`src/mips_cpu_macros.svh`:
```
`ifndef MIPS_CPU_MACROS_SVH
`define MIPS_CPU_MACROS_SVH

`define MIPS_RESET_VECTOR 32'hBFC00000
`define MIPS_NUM_REGS     32
`define MIPS_V0           2

`endif

```
`src/mips_cpu_pkg.sv`:
```
package mips_cpu_pkg;

    typedef logic [31:0] word_t;
    typedef logic [4:0]  reg_addr_t;
    typedef logic [5:0]  funct_t;

    typedef enum logic [2:0] {
        st_halted = 3'd0,
        st_fetch  = 3'd1,
        st_decode = 3'd2,
        st_exec1  = 3'd3,
        st_exec2  = 3'd4
    } cpu_state_t;

    typedef enum logic [5:0] {
        op_special = 6'h00,
        op_j       = 6'h02,
        op_beq     = 6'h04,
        op_bne     = 6'h05,
        op_addiu   = 6'h09,
        op_ori     = 6'h0d,
        op_lui     = 6'h0f,
        op_lw      = 6'h23,
        op_sb      = 6'h28,
        op_sw      = 6'h2b
    } opcode_t;

    typedef enum logic [3:0] {
        alu_add    = 4'd0,
        alu_sub    = 4'd1,
        alu_and    = 4'd2,
        alu_or     = 4'd3,
        alu_xor    = 4'd4,
        alu_slt    = 4'd5,
        alu_pass_b = 4'd6,
        alu_eq     = 4'd7,
        alu_ne     = 4'd8
    } alu_op_t;

    typedef struct packed {
        logic       regdst;       // 1 selects rd
        logic       regwrite;
        logic       memtoreg;
        logic       iord;         // Data address instead of pc
        logic       irwrite;
        logic       pcwrite;
        logic       pcwritecond;
        logic [1:0] pcsource;     // pc+4, branch target, jump target, rs
        logic       jump;
        logic       memread;
        logic       memwrite;
        logic [3:0] byteenable;
        alu_op_t    aluop;
        logic       alusrca;      // 0 pc, 1 rs
        logic [1:0] alusrcb;      // rt, 4, sign ext, zero ext
        logic       lui_sel;
        logic       is_load_tail; // Load data valid this cycle
    } ctrl_t;

endpackage

```
`src/mips_cpu_sequencer.sv`:
```
`timescale 1ns/1ns

module mips_cpu_sequencer
    import mips_cpu_pkg::*;
(
    input  logic       clk,
    input  logic       reset,
    input  logic       waitrequest,
    input  ctrl_t      ctrl,
    input  logic       pc_is_zero,
    output cpu_state_t state,
    output logic       active
);

    logic mem_busy;

    assign mem_busy = (ctrl.memread || ctrl.memwrite) && waitrequest;
    assign active   = (state != st_halted);

    always_ff @(posedge clk) begin
        if (reset) begin
            state <= st_fetch;
        end else begin
            case (state)
                st_fetch: begin
                    if (!mem_busy) begin
                        state <= st_decode;
                    end
                end
                st_decode: state <= st_exec1;
                st_exec1: begin
                    if (mem_busy) begin
                        state <= st_exec1;  // Bus stall
                    end else if (ctrl.is_load_tail) begin
                        state <= st_exec2;
                    end else if (ctrl.jump && pc_is_zero) begin
                        state <= st_halted;
                    end else begin
                        state <= st_fetch;
                    end
                end
                st_exec2: state <= st_fetch;
                default: state <= st_halted;
            endcase
        end
    end

endmodule

```
`src/mips_cpu_controller.sv`:
```
`timescale 1ns/1ns

module mips_cpu_controller
    import mips_cpu_pkg::*;
(
    input  word_t      instr,
    input  logic [1:0] addr_low,
    input  cpu_state_t state,
    input  logic       waitrequest,
    output ctrl_t      ctrl
);

    opcode_t op;
    funct_t  funct;
    logic    is_mem;

    assign op     = opcode_t'(instr[31:26]);
    assign funct  = instr[5:0];
    assign is_mem = (op == op_lw) || (op == op_sw) || (op == op_sb);

    always_comb begin
        ctrl = '0;
        case (state)
            st_fetch: begin
                ctrl.memread    = 1'b1;
                ctrl.byteenable = 4'b1111;
                ctrl.irwrite    = !waitrequest;
                ctrl.pcwrite    = !waitrequest;
                ctrl.alusrcb    = 2'd1;  // pc + 4
            end
            st_decode: begin
                // Memory ops form their address, others the branch target
                ctrl.alusrca = is_mem;
                ctrl.alusrcb = 2'd2;
            end
            st_exec1: begin
                case (op)
                    op_special: begin
                        case (funct)
                            6'h21, 6'h23, 6'h24, 6'h25, 6'h26, 6'h2a: begin
                                ctrl.regdst   = 1'b1;
                                ctrl.regwrite = 1'b1;
                                ctrl.alusrca  = 1'b1;
                                case (funct)
                                    6'h23:   ctrl.aluop = alu_sub;
                                    6'h24:   ctrl.aluop = alu_and;
                                    6'h25:   ctrl.aluop = alu_or;
                                    6'h26:   ctrl.aluop = alu_xor;
                                    6'h2a:   ctrl.aluop = alu_slt;
                                    default: ctrl.aluop = alu_add;
                                endcase
                            end
                            6'h08: begin  // JR
                                ctrl.jump     = 1'b1;
                                ctrl.pcsource = 2'd3;
                                ctrl.aluop    = alu_pass_b;
                            end
                            default: ;
                        endcase
                    end
                    op_addiu: begin
                        ctrl.regwrite = 1'b1;
                        ctrl.alusrca  = 1'b1;
                        ctrl.alusrcb  = 2'd2;
                    end
                    op_ori: begin
                        ctrl.regwrite = 1'b1;
                        ctrl.alusrca  = 1'b1;
                        ctrl.alusrcb  = 2'd3;
                        ctrl.aluop    = alu_or;
                    end
                    op_lui: begin
                        ctrl.regwrite = 1'b1;
                        ctrl.alusrcb  = 2'd3;
                        ctrl.aluop    = alu_pass_b;
                        ctrl.lui_sel  = 1'b1;
                    end
                    op_lw: begin
                        ctrl.iord         = 1'b1;
                        ctrl.memread      = 1'b1;
                        ctrl.byteenable   = 4'b1111;
                        ctrl.is_load_tail = !waitrequest;
                    end
                    op_sw, op_sb: begin
                        ctrl.iord       = 1'b1;
                        ctrl.memwrite   = 1'b1;
                        ctrl.byteenable = (op == op_sw) ? 4'b1111 : 4'b0001 << addr_low;
                    end
                    op_beq, op_bne: begin
                        ctrl.alusrca     = 1'b1;
                        ctrl.pcwritecond = 1'b1;
                        ctrl.pcsource    = 2'd1;
                        ctrl.aluop       = (op == op_beq) ? alu_eq : alu_ne;
                    end
                    op_j: begin
                        ctrl.jump     = 1'b1;
                        ctrl.pcsource = 2'd2;
                    end
                    default: ;  // Unknown opcode runs as a nop
                endcase
            end
            st_exec2: begin
                if (op == op_lw) begin
                    ctrl.regwrite = 1'b1;
                    ctrl.memtoreg = 1'b1;
                end
            end
            default: ;
        endcase
    end

endmodule

```
`src/mips_cpu_instr_latch.sv`:
```
`timescale 1ns/1ns

module mips_cpu_instr_latch
    import mips_cpu_pkg::*;
(
    input  logic  clk,
    input  logic  reset,
    input  word_t readdata,
    input  ctrl_t ctrl,
    output word_t instr,
    output word_t mdr
);

    always_ff @(posedge clk) begin
        if (reset) begin
            instr <= '0;
            mdr   <= '0;
        end else begin
            if (ctrl.irwrite && ctrl.memread && !ctrl.iord) begin
                instr <= readdata;
            end
            if (ctrl.is_load_tail && ctrl.memread && ctrl.iord) begin
                mdr <= readdata;  // Last cycle of the data read
            end
        end
    end

endmodule

```
`src/mips_cpu_regfile.sv`:
```
`timescale 1ns/1ns
`include "mips_cpu_macros.svh"

module mips_cpu_regfile
    import mips_cpu_pkg::*;
(
    input  logic      clk,
    input  logic      reset,
    input  reg_addr_t ra,
    input  reg_addr_t rb,
    input  reg_addr_t wa,
    input  word_t     wd,
    input  logic      we,
    output word_t     rda,
    output word_t     rdb,
    output word_t     register_v0
);

    word_t regs [`MIPS_NUM_REGS];

    assign rda         = (ra == '0) ? '0 : regs[ra];
    assign rdb         = (rb == '0) ? '0 : regs[rb];
    assign register_v0 = regs[`MIPS_V0];

    always_ff @(posedge clk) begin
        if (reset) begin
            for (int i = 0; i < `MIPS_NUM_REGS; i++) begin
                regs[i] <= '0;
            end
        end else if (we && wa != '0) begin
            regs[wa] <= wd;
        end
    end

endmodule

```
`src/mips_cpu_alu.sv`:
```
`timescale 1ns/1ns

module mips_cpu_alu
    import mips_cpu_pkg::*;
(
    input  alu_op_t op,
    input  word_t   a,
    input  word_t   b,
    output word_t   result,
    output logic    cond
);

    always_comb begin
        case (op)
            alu_eq:  cond = (a == b);
            alu_ne:  cond = (a != b);
            default: cond = 1'b0;
        endcase
    end

    always_comb begin
        case (op)
            alu_add:        result = a + b;
            alu_sub:        result = a - b;
            alu_and:        result = a & b;
            alu_or:         result = a | b;
            alu_xor:        result = a ^ b;
            alu_slt:        result = {31'b0, $signed(a) < $signed(b)};
            alu_pass_b:     result = b;
            alu_eq, alu_ne: result = {31'b0, cond};
            default:        result = '0;
        endcase
    end

endmodule

```
`src/mips_cpu_datapath.sv`:
```
`timescale 1ns/1ns
`include "mips_cpu_macros.svh"

module mips_cpu_datapath
    import mips_cpu_pkg::*;
(
    input  logic       clk,
    input  logic       reset,
    input  cpu_state_t state,
    input  ctrl_t      ctrl,
    input  word_t      instr,
    input  word_t      mdr,
    output word_t      pc,
    output word_t      alu_out,
    output word_t      b_reg,
    output word_t      register_v0,
    output logic       pc_is_zero
);

    word_t     a_reg;
    word_t     rda;
    word_t     rdb;
    word_t     wd;
    word_t     a_op;
    word_t     b_op;
    word_t     alu_result;
    word_t     imm_sext;
    word_t     imm_zext;
    word_t     pc_next;
    reg_addr_t wa;
    logic      cond;

    assign imm_sext = {{16{instr[15]}}, instr[15:0]};
    assign imm_zext = {16'h0, instr[15:0]};
    assign wa       = ctrl.regdst ? instr[15:11] : instr[20:16];

    assign wd = ctrl.memtoreg ? mdr :
                ctrl.lui_sel  ? {alu_result[15:0], 16'h0} : alu_result;

    // Registers are read straight from the file while A is not yet loaded
    assign a_op = ctrl.alusrca ? ((state == st_decode) ? rda : a_reg) : pc;

    always_comb begin
        case (ctrl.alusrcb)
            2'd0:    b_op = b_reg;
            2'd1:    b_op = 32'd4;
            2'd2:    b_op = ctrl.alusrca ? imm_sext : {imm_sext[29:0], 2'b00};  // Word offset
            default: b_op = imm_zext;
        endcase
    end

    always_comb begin
        case (ctrl.pcsource)
            2'd0:    pc_next = alu_result;
            2'd1:    pc_next = alu_out;
            2'd2:    pc_next = {pc[31:28], instr[25:0], 2'b00};
            default: pc_next = a_reg;
        endcase
    end

    assign pc_is_zero = (pc_next == '0);

    always_ff @(posedge clk) begin
        if (reset) begin
            pc <= `MIPS_RESET_VECTOR;
        end else if (ctrl.pcwrite || ctrl.jump || (ctrl.pcwritecond && cond)) begin
            pc <= pc_next;
        end
    end

    always_ff @(posedge clk) begin
        if (state == st_decode) begin
            a_reg   <= rda;
            b_reg   <= rdb;
            alu_out <= alu_result;  // Branch target or data address
        end
    end

    mips_cpu_regfile u_regfile (
        .clk         (clk),
        .reset       (reset),
        .ra          (instr[25:21]),
        .rb          (instr[20:16]),
        .wa          (wa),
        .wd          (wd),
        .we          (ctrl.regwrite),
        .rda         (rda),
        .rdb         (rdb),
        .register_v0 (register_v0)
    );

    mips_cpu_alu u_alu (
        .op     (ctrl.aluop),
        .a      (a_op),
        .b      (b_op),
        .result (alu_result),
        .cond   (cond)
    );

endmodule

```
`src/mips_cpu_bus_port.sv`:
```
`timescale 1ns/1ns

module mips_cpu_bus_port
    import mips_cpu_pkg::*;
(
    input  ctrl_t      ctrl,
    input  word_t      pc,
    input  word_t      alu_out,
    input  word_t      b_reg,
    output word_t      address,
    output logic       read,
    output logic       write,
    output logic [3:0] byteenable,
    output word_t      writedata
);

    logic byte_store;

    assign byte_store = ctrl.memwrite && (ctrl.byteenable != 4'b1111);

    assign address    = ctrl.iord ? alu_out : pc;
    assign read       = ctrl.memread;
    assign write      = ctrl.memwrite;
    assign byteenable = ctrl.byteenable;

    // Byte copied to every lane so byteenable picks the lane that lands
    assign writedata = byte_store ? {4{b_reg[7:0]}} : b_reg;

endmodule

```
`src/mips_cpu_bus.sv`:
```
`timescale 1ns/1ns

module mips_cpu_bus
    import mips_cpu_pkg::*;
(
    input  logic       clk,
    input  logic       reset,
    output logic       active,
    output word_t      register_v0,
    output word_t      address,
    output logic       write,
    output logic       read,
    input  logic       waitrequest,
    output word_t      writedata,
    output logic [3:0] byteenable,
    input  word_t      readdata
);

    cpu_state_t state;
    ctrl_t      ctrl;
    word_t      instr;
    word_t      mdr;
    word_t      pc;
    word_t      alu_out;
    word_t      b_reg;
    logic       pc_is_zero;

    mips_cpu_instr_latch u_instr_latch (
        .clk      (clk),
        .reset    (reset),
        .readdata (readdata),
        .ctrl     (ctrl),
        .instr    (instr),
        .mdr      (mdr)
    );

    mips_cpu_sequencer u_sequencer (
        .clk         (clk),
        .reset       (reset),
        .waitrequest (waitrequest),
        .ctrl        (ctrl),
        .pc_is_zero  (pc_is_zero),
        .state       (state),
        .active      (active)
    );

    mips_cpu_controller u_controller (
        .instr       (instr),
        .addr_low    (alu_out[1:0]),
        .state       (state),
        .waitrequest (waitrequest),
        .ctrl        (ctrl)
    );

    mips_cpu_datapath u_datapath (
        .clk         (clk),
        .reset       (reset),
        .state       (state),
        .ctrl        (ctrl),
        .instr       (instr),
        .mdr         (mdr),
        .pc          (pc),
        .alu_out     (alu_out),
        .b_reg       (b_reg),
        .register_v0 (register_v0),
        .pc_is_zero  (pc_is_zero)
    );

    mips_cpu_bus_port u_bus_port (
        .ctrl       (ctrl),
        .pc         (pc),
        .alu_out    (alu_out),
        .b_reg      (b_reg),
        .address    (address),
        .read       (read),
        .write      (write),
        .byteenable (byteenable),
        .writedata  (writedata)
    );

endmodule

```
`config.mk`:
```
export PLATFORM = sky130hd
export DESIGN_NAME = mips_cpu_bus
export DESIGN_NICKNAME = d
export VERILOG_FILES = /design/src/mips_cpu_pkg.sv /design/src/mips_cpu_sequencer.sv /design/src/mips_cpu_controller.sv /design/src/mips_cpu_instr_latch.sv /design/src/mips_cpu_regfile.sv /design/src/mips_cpu_alu.sv /design/src/mips_cpu_datapath.sv /design/src/mips_cpu_bus_port.sv /design/src/mips_cpu_bus.sv
export VERILOG_INCLUDE_DIRS = /design/src
export SDC_FILE = /design/constraint.sdc
export NUM_CORES = 2
export LEC_CHECK = 0
export ABC_CLOCK_PERIOD_IN_PS = 7000
export BUFFER_PORTS_ARGS = -buffer_cell sky130_fd_sc_hd__buf_2
export CAP_MARGIN = 20
export CORE_MARGIN = 2
export CORE_UTILIZATION = 45
export CTS_BUF_LIST = sky130_fd_sc_hd__clkbuf_4 sky130_fd_sc_hd__clkbuf_8
export DETAILED_ROUTE_END_ITERATION = 8
export HOLD_SLACK_MARGIN = 0.05
export PLACE_DENSITY = 0.67
export RECOVER_POWER = 25
export SKIP_CTS_REPAIR_TIMING = 1
export SYNTH_ARGS = -nofsm -noshare
export SYNTH_HDL_FRONTEND = slang
export SYNTH_SLANG_ARGS = --single-unit
```
`constraint.sdc`:
```
create_clock -name clk -period 7 [get_ports clk]
set_clock_uncertainty 0.1 [all_clocks]
set_input_delay 0.7 -clock clk [delete_from_list [all_inputs] [get_ports clk]]
set_output_delay 0.7 -clock clk [all_outputs]
set_load 0.01 [all_outputs]
```
# Word-level counts from Yosys, hierarchy flattened
# Memories as Yosys holds them, arrays and structs flattened. A register that Yosys moved wholly into a read port is not among the register bits.
# Index checks and enable logic that the tools add are counted.
[word_totals]
memories = 1
register_bits = 163
ram_bits = 1024
output_inout_bits = 103
input_bits = 35
wordCells = 147
[op_classes]
n_eq_ne = 36
add_sub_neg = 2
bitwise = 3
reduce_logical = 34
n_shift = 1
n_lt_le_gt_ge = 1
mux = 63
[memory_table]
columns = ["memory", "words", "width", "read_ports", "rd_clocked_by_memory_dff", "write_ports", "line", "rtl"]
rows = [
  ["u_datapath.u_regfile.regs", 32, 32, 3, 2, 32, "mips_cpu_regfile.sv:19", "word_t regs [`MIPS_NUM_REGS];"],
]
[op_table]
columns = ["operator", "n"]
rows = [
  ["$mux W32", 8],
  ["$pmux W32 S8", 1],
  ["$pmux W32 S3", 2],
  ["$eq A6 B6 Y1 const B", 9],
  ["$add A32 B32 Y32", 1],
  ["$and A32 B32 Y32", 1],
  ["$eq A32 B32 Y1", 1],
  ["$logic_not A32 Y1", 1],
  ["$lt A32 B32 Y1", 1],
  ["$ne A32 B32 Y1", 1],
  ["$or A32 B32 Y32", 1],
  ["$reduce_or A32 Y1", 1],
  ["$sub A32 B32 Y32", 1],
  ["$xor A32 B32 Y32", 1],
  ["$eq A6 B4 Y1 const B", 4],
  ["$pmux W4 S2", 3],
  ["$mux W5", 4],
  ["$mux W1", 19],
  ["$mux W17", 1],
  ["$eq A4 B3 Y1 const B", 4],
  ["$mux W4", 4],
  ["$pmux W4 S4", 1],
  ["$pmux W3 S5", 1],
  ["$pmux W1 S2", 7],
  ["31 further kinds", 62],
]

# Longest topological paths before layout
[logic_depth]
word_depth = 17
mapped_depth = 28
mapped_depth_nobuf = 20

# By module
# From an unflattened synthesis, not the netlist that was laid out.
[unflattened]
hier_cells = 5327
hier_area_um2 = 70142.3
[modules_own_cells]
columns = ["module", "n_inst", "cells_per_inst", "seq_area_each_um2", "area_each_um2"]
rows = [
  ["mips_cpu_regfile", 1, 3523, 30749.5, 54178.2],
  ["mips_cpu_datapath", 1, 571, 3203.1, 6444.9],
  ["mips_cpu_alu", 1, 798, 0.0, 5227.5],
  ["mips_cpu_instr_latch", 1, 245, 1281.2, 2673.8],
  ["mips_cpu_bus_port", 1, 78, 0.0, 913.4],
  ["mips_cpu_controller", 1, 93, 0.0, 544.3],
  ["mips_cpu_sequencer", 1, 19, 60.1, 160.2],
]

# Worst setup path after synthesis
# No wires, ideal clock.
[synth_timing]
kind = "reg2reg"
from = "register u_sequencer.state[1]"
to = "memory u_datapath.u_regfile.regs[14][16] (netlist bit), data pin"
synth_period_minus_slack_ns = 6.459
arrival_ns = 6.093
path_slack_ns = 0.541
required_time_ns = 6.634
setup_time_ns = 0.266
n_path_buf = 4
stages_incl_launch_ff = 24
cell_sequence = "dfxtp_1 -> nor2b_1 -> nand2b_1 -> clkbuf_1 -> inv_1 -> o21ai_0 -> clkbuf_1 -> o21ai_0 -> mux2i_1 -> ha_1 -> fa_1 -> nor3_1 -> o311a_1 -> or3_1 -> clkbuf_1 -> a221oi_2 -> a2bb2oi_1 -> a221oi_1 -> o21a_1 -> a221oi_1 -> o31ai_4 -> a21oi_1 -> buf_2 -> nor2_1"
[synth_rtl]
columns = ["element", "line", "rtl"]
rows = [
  ["start: declaration", "mips_cpu_sequencer.sv:11", "output cpu_state_t state,"],
  ["start signal: assignment", "mips_cpu_sequencer.sv:22", "state <= st_fetch;"],
  ["start signal: assignment", "mips_cpu_sequencer.sv:27", "state <= st_decode;"],
  ["start signal: assignment", "mips_cpu_sequencer.sv:30", "st_decode: state <= st_exec1;"],
  ["end: declaration", "mips_cpu_regfile.sv:19", ""],
]

==> impl_metrics.env <==
export IMPL_detailed_place_area_sq_um=71250
export IMPL_clk_pin_slew_ps=60
export IMPL_synth_top_family_by_area="multiplexers"
export IMPL_synthFlopType="edfxtp_1"
export IMPL_hold_class="primary input to register"
export IMPL_tns_ps=0
export IMPL_start_util=0.4534
export IMPL_cts_tree="built"
export IMPL_chipWidth_um=389.7
export IMPL_ys_seq_area_frac=0.5286
export IMPL_worst_slack_ps=162.6
export IMPL_synth_edf_count=1088
export IMPL_finalCriticalPeriod_ps=6837
export IMPL_grt_ovfl_total=0
export IMPL_yosys_area_top_type="edfxtp_1"
export IMPL_synth_async_reset_ratio=0
export IMPL_leakage_nw=26.16
export IMPL_via_per_inst=6.730
export IMPL_root_buffer="clkbuf_8"
export IMPL_insertion_delay_ps=970
export IMPL_setup_viol=0
export IMPL_final_hold_viol_count=0
export IMPL_gp_congestion=1.094
export IMPL_yosys_area_top_type_share=0.4880
export IMPL_synth_seq_cells=1224
export IMPL_layout_common_cells="nor2_1, edfxtp_1, mux4_2, nand2_1, buf_4"
export IMPL_htree_levels=4
export IMPL_crit_required_ps=7530
export IMPL_die_area_sq_um=151900
export IMPL_synth_compound_area_share=0.06593
export IMPL_remaining_drc_errors=0
export IMPL_ir_drop_uv=284.1
export IMPL_violations="max-capacitance violations, max-slew violations"
export IMPL_grt_pass1_vias=48710
export IMPL_cap_violations=21
export IMPL_syn_mean_instance_area_sq_um=12.86
export IMPL_grt_first_pass_wirelength_um=358100
export IMPL_r2r_setup_slack_ps=160
export IMPL_synth_cell_types=88
export IMPL_max_freq_mhz=146.3
export IMPL_clockBufferDepth=3
export IMPL_synth_simple_gate_area_frac=0.1086
export IMPL_rr_worst_depth=22
export IMPL_drive_gt1_frac=0.2628
export IMPL_cts_sinks=1224
export IMPL_largest_reg_flops=1024
export IMPL_synth_adder_area_share=0.01854
export IMPL_top_level_ports=138
export IMPL_rows=141
export IMPL_synth_xor_xnor_area_share=0.002355
export IMPL_netlist_area_sq_um=66960
export IMPL_crit_fanout=31
export IMPL_powerDensity_nw_per_um2=315.2
export IMPL_drv_slew=718
export IMPL_regToRegEndpoint="u_datapath.u_regfile.regs[24][31]"
export IMPL_cp_end_kind="register"
export IMPL_hpwlAfterDp_um=164000
export IMPL_core_sq_um=147700
export IMPL_antenna_found_initial=14
export IMPL_start_kind="register"
export IMPL_io_buffers=137
export IMPL_yosys_warnings=0
export IMPL_final_common_cell="nor2_1"
export IMPL_worst_hold_startpoint="readdata[24]"
export IMPL_synth_cells=5207
export IMPL_drtPass1Iterations=6
export IMPL_postRouteAntennaNets=0
export IMPL_critical_path_arrival_ps=7370
export IMPL_cts_buffers=193
export IMPL_timing_final_crit_share=0.9768
export IMPL_hold_ws_ps=36.21
export IMPL_die_height_um=389.7
export IMPL_synthMuxAreaShare=0.2379
export IMPL_pre_cts_ws_ps=87.96
export IMPL_final_cell_area_sq_um=75310
export IMPL_holdPathEnd="u_instr_latch.mdr[24]"
export IMPL_wirelength_um=254400
export IMPL_grt_max_degree=106
export IMPL_status="complete, but fails checks"
export IMPL_track_usage=0.3333
export IMPL_synth_area_leaders="edfxtp_1, mux4_2, nor2_1"
export IMPL_worstSetupPathType="register to register"
export IMPL_syn_to_final_growth_pct=12.48
export IMPL_drt_iter0_drc=7696
export IMPL_vias=50380
export IMPL_final_nets=5521
export IMPL_post_route_util=0.5100
export IMPL_slew_limit_headroom=-1.372
export IMPL_largest_register="u_datapath.u_regfile.regs"
export IMPL_worst_slew_pin_slew_ps=3558
export IMPL_whs_path_depth=3
export IMPL_routedWlPerCell_um=33.99
## routing by layer
metal,wire [um],share of wire,up-vias,global-route usage
met5,53,0.00021,-,0
met4,16670,0.066,8,0.1957
met3,38280,0.15,785,0.1075
met2,113100,0.44,4325,0.4972
met1,86270,0.34,25240,0.4275
li1,-,-,20020,-
## final cells by class
cell class	count	area (sq um)
fill	12470	72350
sequential	1224	35430
multi-input combinational	3392	29590
timing repair buffer	457	3533
clock buffer	277	3337
tap	1930	2415
clock inverter	78	545.5
inverter	120	450.4
antenna	7	17.52
## kinds of logic (layout without fill, tap and decap cells)
family | Yosys count | in the layout
muxes | 787 | 787
xor gates and xnor gates | 18 | 18
buffers and inverters | 622 | 932
adders and majority gates | 98 | 98
DFF | 1224 | 1224
other | 1 | 39
and+or+nand+nor | 1792 | 1792
AOI/OAI and AO/OA | 665 | 665
## worst max-delay path, stage by stage (launching register included)
cell and delay (ps):
dfxtp_4 400, buf_12 200, buf_4 380, mux4_2 550, mux4_2 470, mux2i_1 200, buf_4 210, o21ai_0 130
mux2i_1 470, ha_1 330, inv_1 150, nor4_1 400, o311ai_0 190, buf_4 180, nand3_1 100, o211ai_1 170
o211a_1 300, a211o_1 320, mux2i_1 200, o21ai_0 310, a221oi_4 420, buf_12 240, nor2_1 60
## synthesized netlist by cell type (8+ instances only)
master	instances
mux2i_1	114
or3_1	19
a21o_1	29
mux4_2	640
o21ai_0	122
buf_1	53
xnor2_1	14
edfxtp_1	1088
nor4_1	13
dfxtp_1	136
inv_1	120
o21bai_1	9
nor2_1	1186
clkbuf_1	325
buf_2	106
nand3_1	36
a31oi_1	14
and2_1	15
ha_1	96
a21oi_1	208
o21a_1	11
a221oi_1	16
nand2b_1	11
a211oi_1	20
mux2_2	33
nor2b_1	15
or4_1	8
o31ai_1	12
o22a_1	9
o22ai_1	30
a221oi_2	8
a2bb2oi_1	11
o21ai_1	12
nand4_1	12
o221ai_1	12
a211o_1	11
nor3_1	35
a22oi_1	23
o211ai_1	23
and3_1	11
nand2_1	396
buf_4	14
## worst max path at each step
stage | depth (start not counted) | endpoint | slack [ps]
2_1_floorplan | 23 | u_datapath.u_regfile.regs[14][16] | 540
3_3_place_gp | 21 | u_datapath.u_regfile.regs[2][27] | 150
3_5_place_dp | 22 | u_datapath.u_regfile.regs[4][26] | 90
4_1_cts | 22 | u_datapath.u_regfile.regs[22][26] | 110
5_1_grt | 23 | u_datapath.u_regfile.regs[10][16] | -2
6_report | 22 | u_datapath.u_regfile.regs[24][31] | 160
## power breakdown
| part | leakage [nW] | switching [mW] | total (mW) | internal [mW] |
|---|---|---|---|---|
| Clock | 2.05 | 3.01 | 6.24 | 3.23 |
| Combinational | 11.8 | 5.60 | 8.70 | 3.10 |
| Sequential | 12.3 | 0.374 | 8.80 | 8.42 |
| Total | 26.2 | 8.98 | 23.7 | 14.8 |
## stage by stage
step | instances | power, mW
4_1_cts | 7446 | 23.44
2_1_floorplan | 5238 | 13.80
6_report | 7485 | 23.74
3_3_place_gp | 7088 | 17.22
5_1_grt | 7479 | 24.41
3_5_place_dp | 7091 | 17.30
Note: power is estimated with default switching activity, not from simulation.
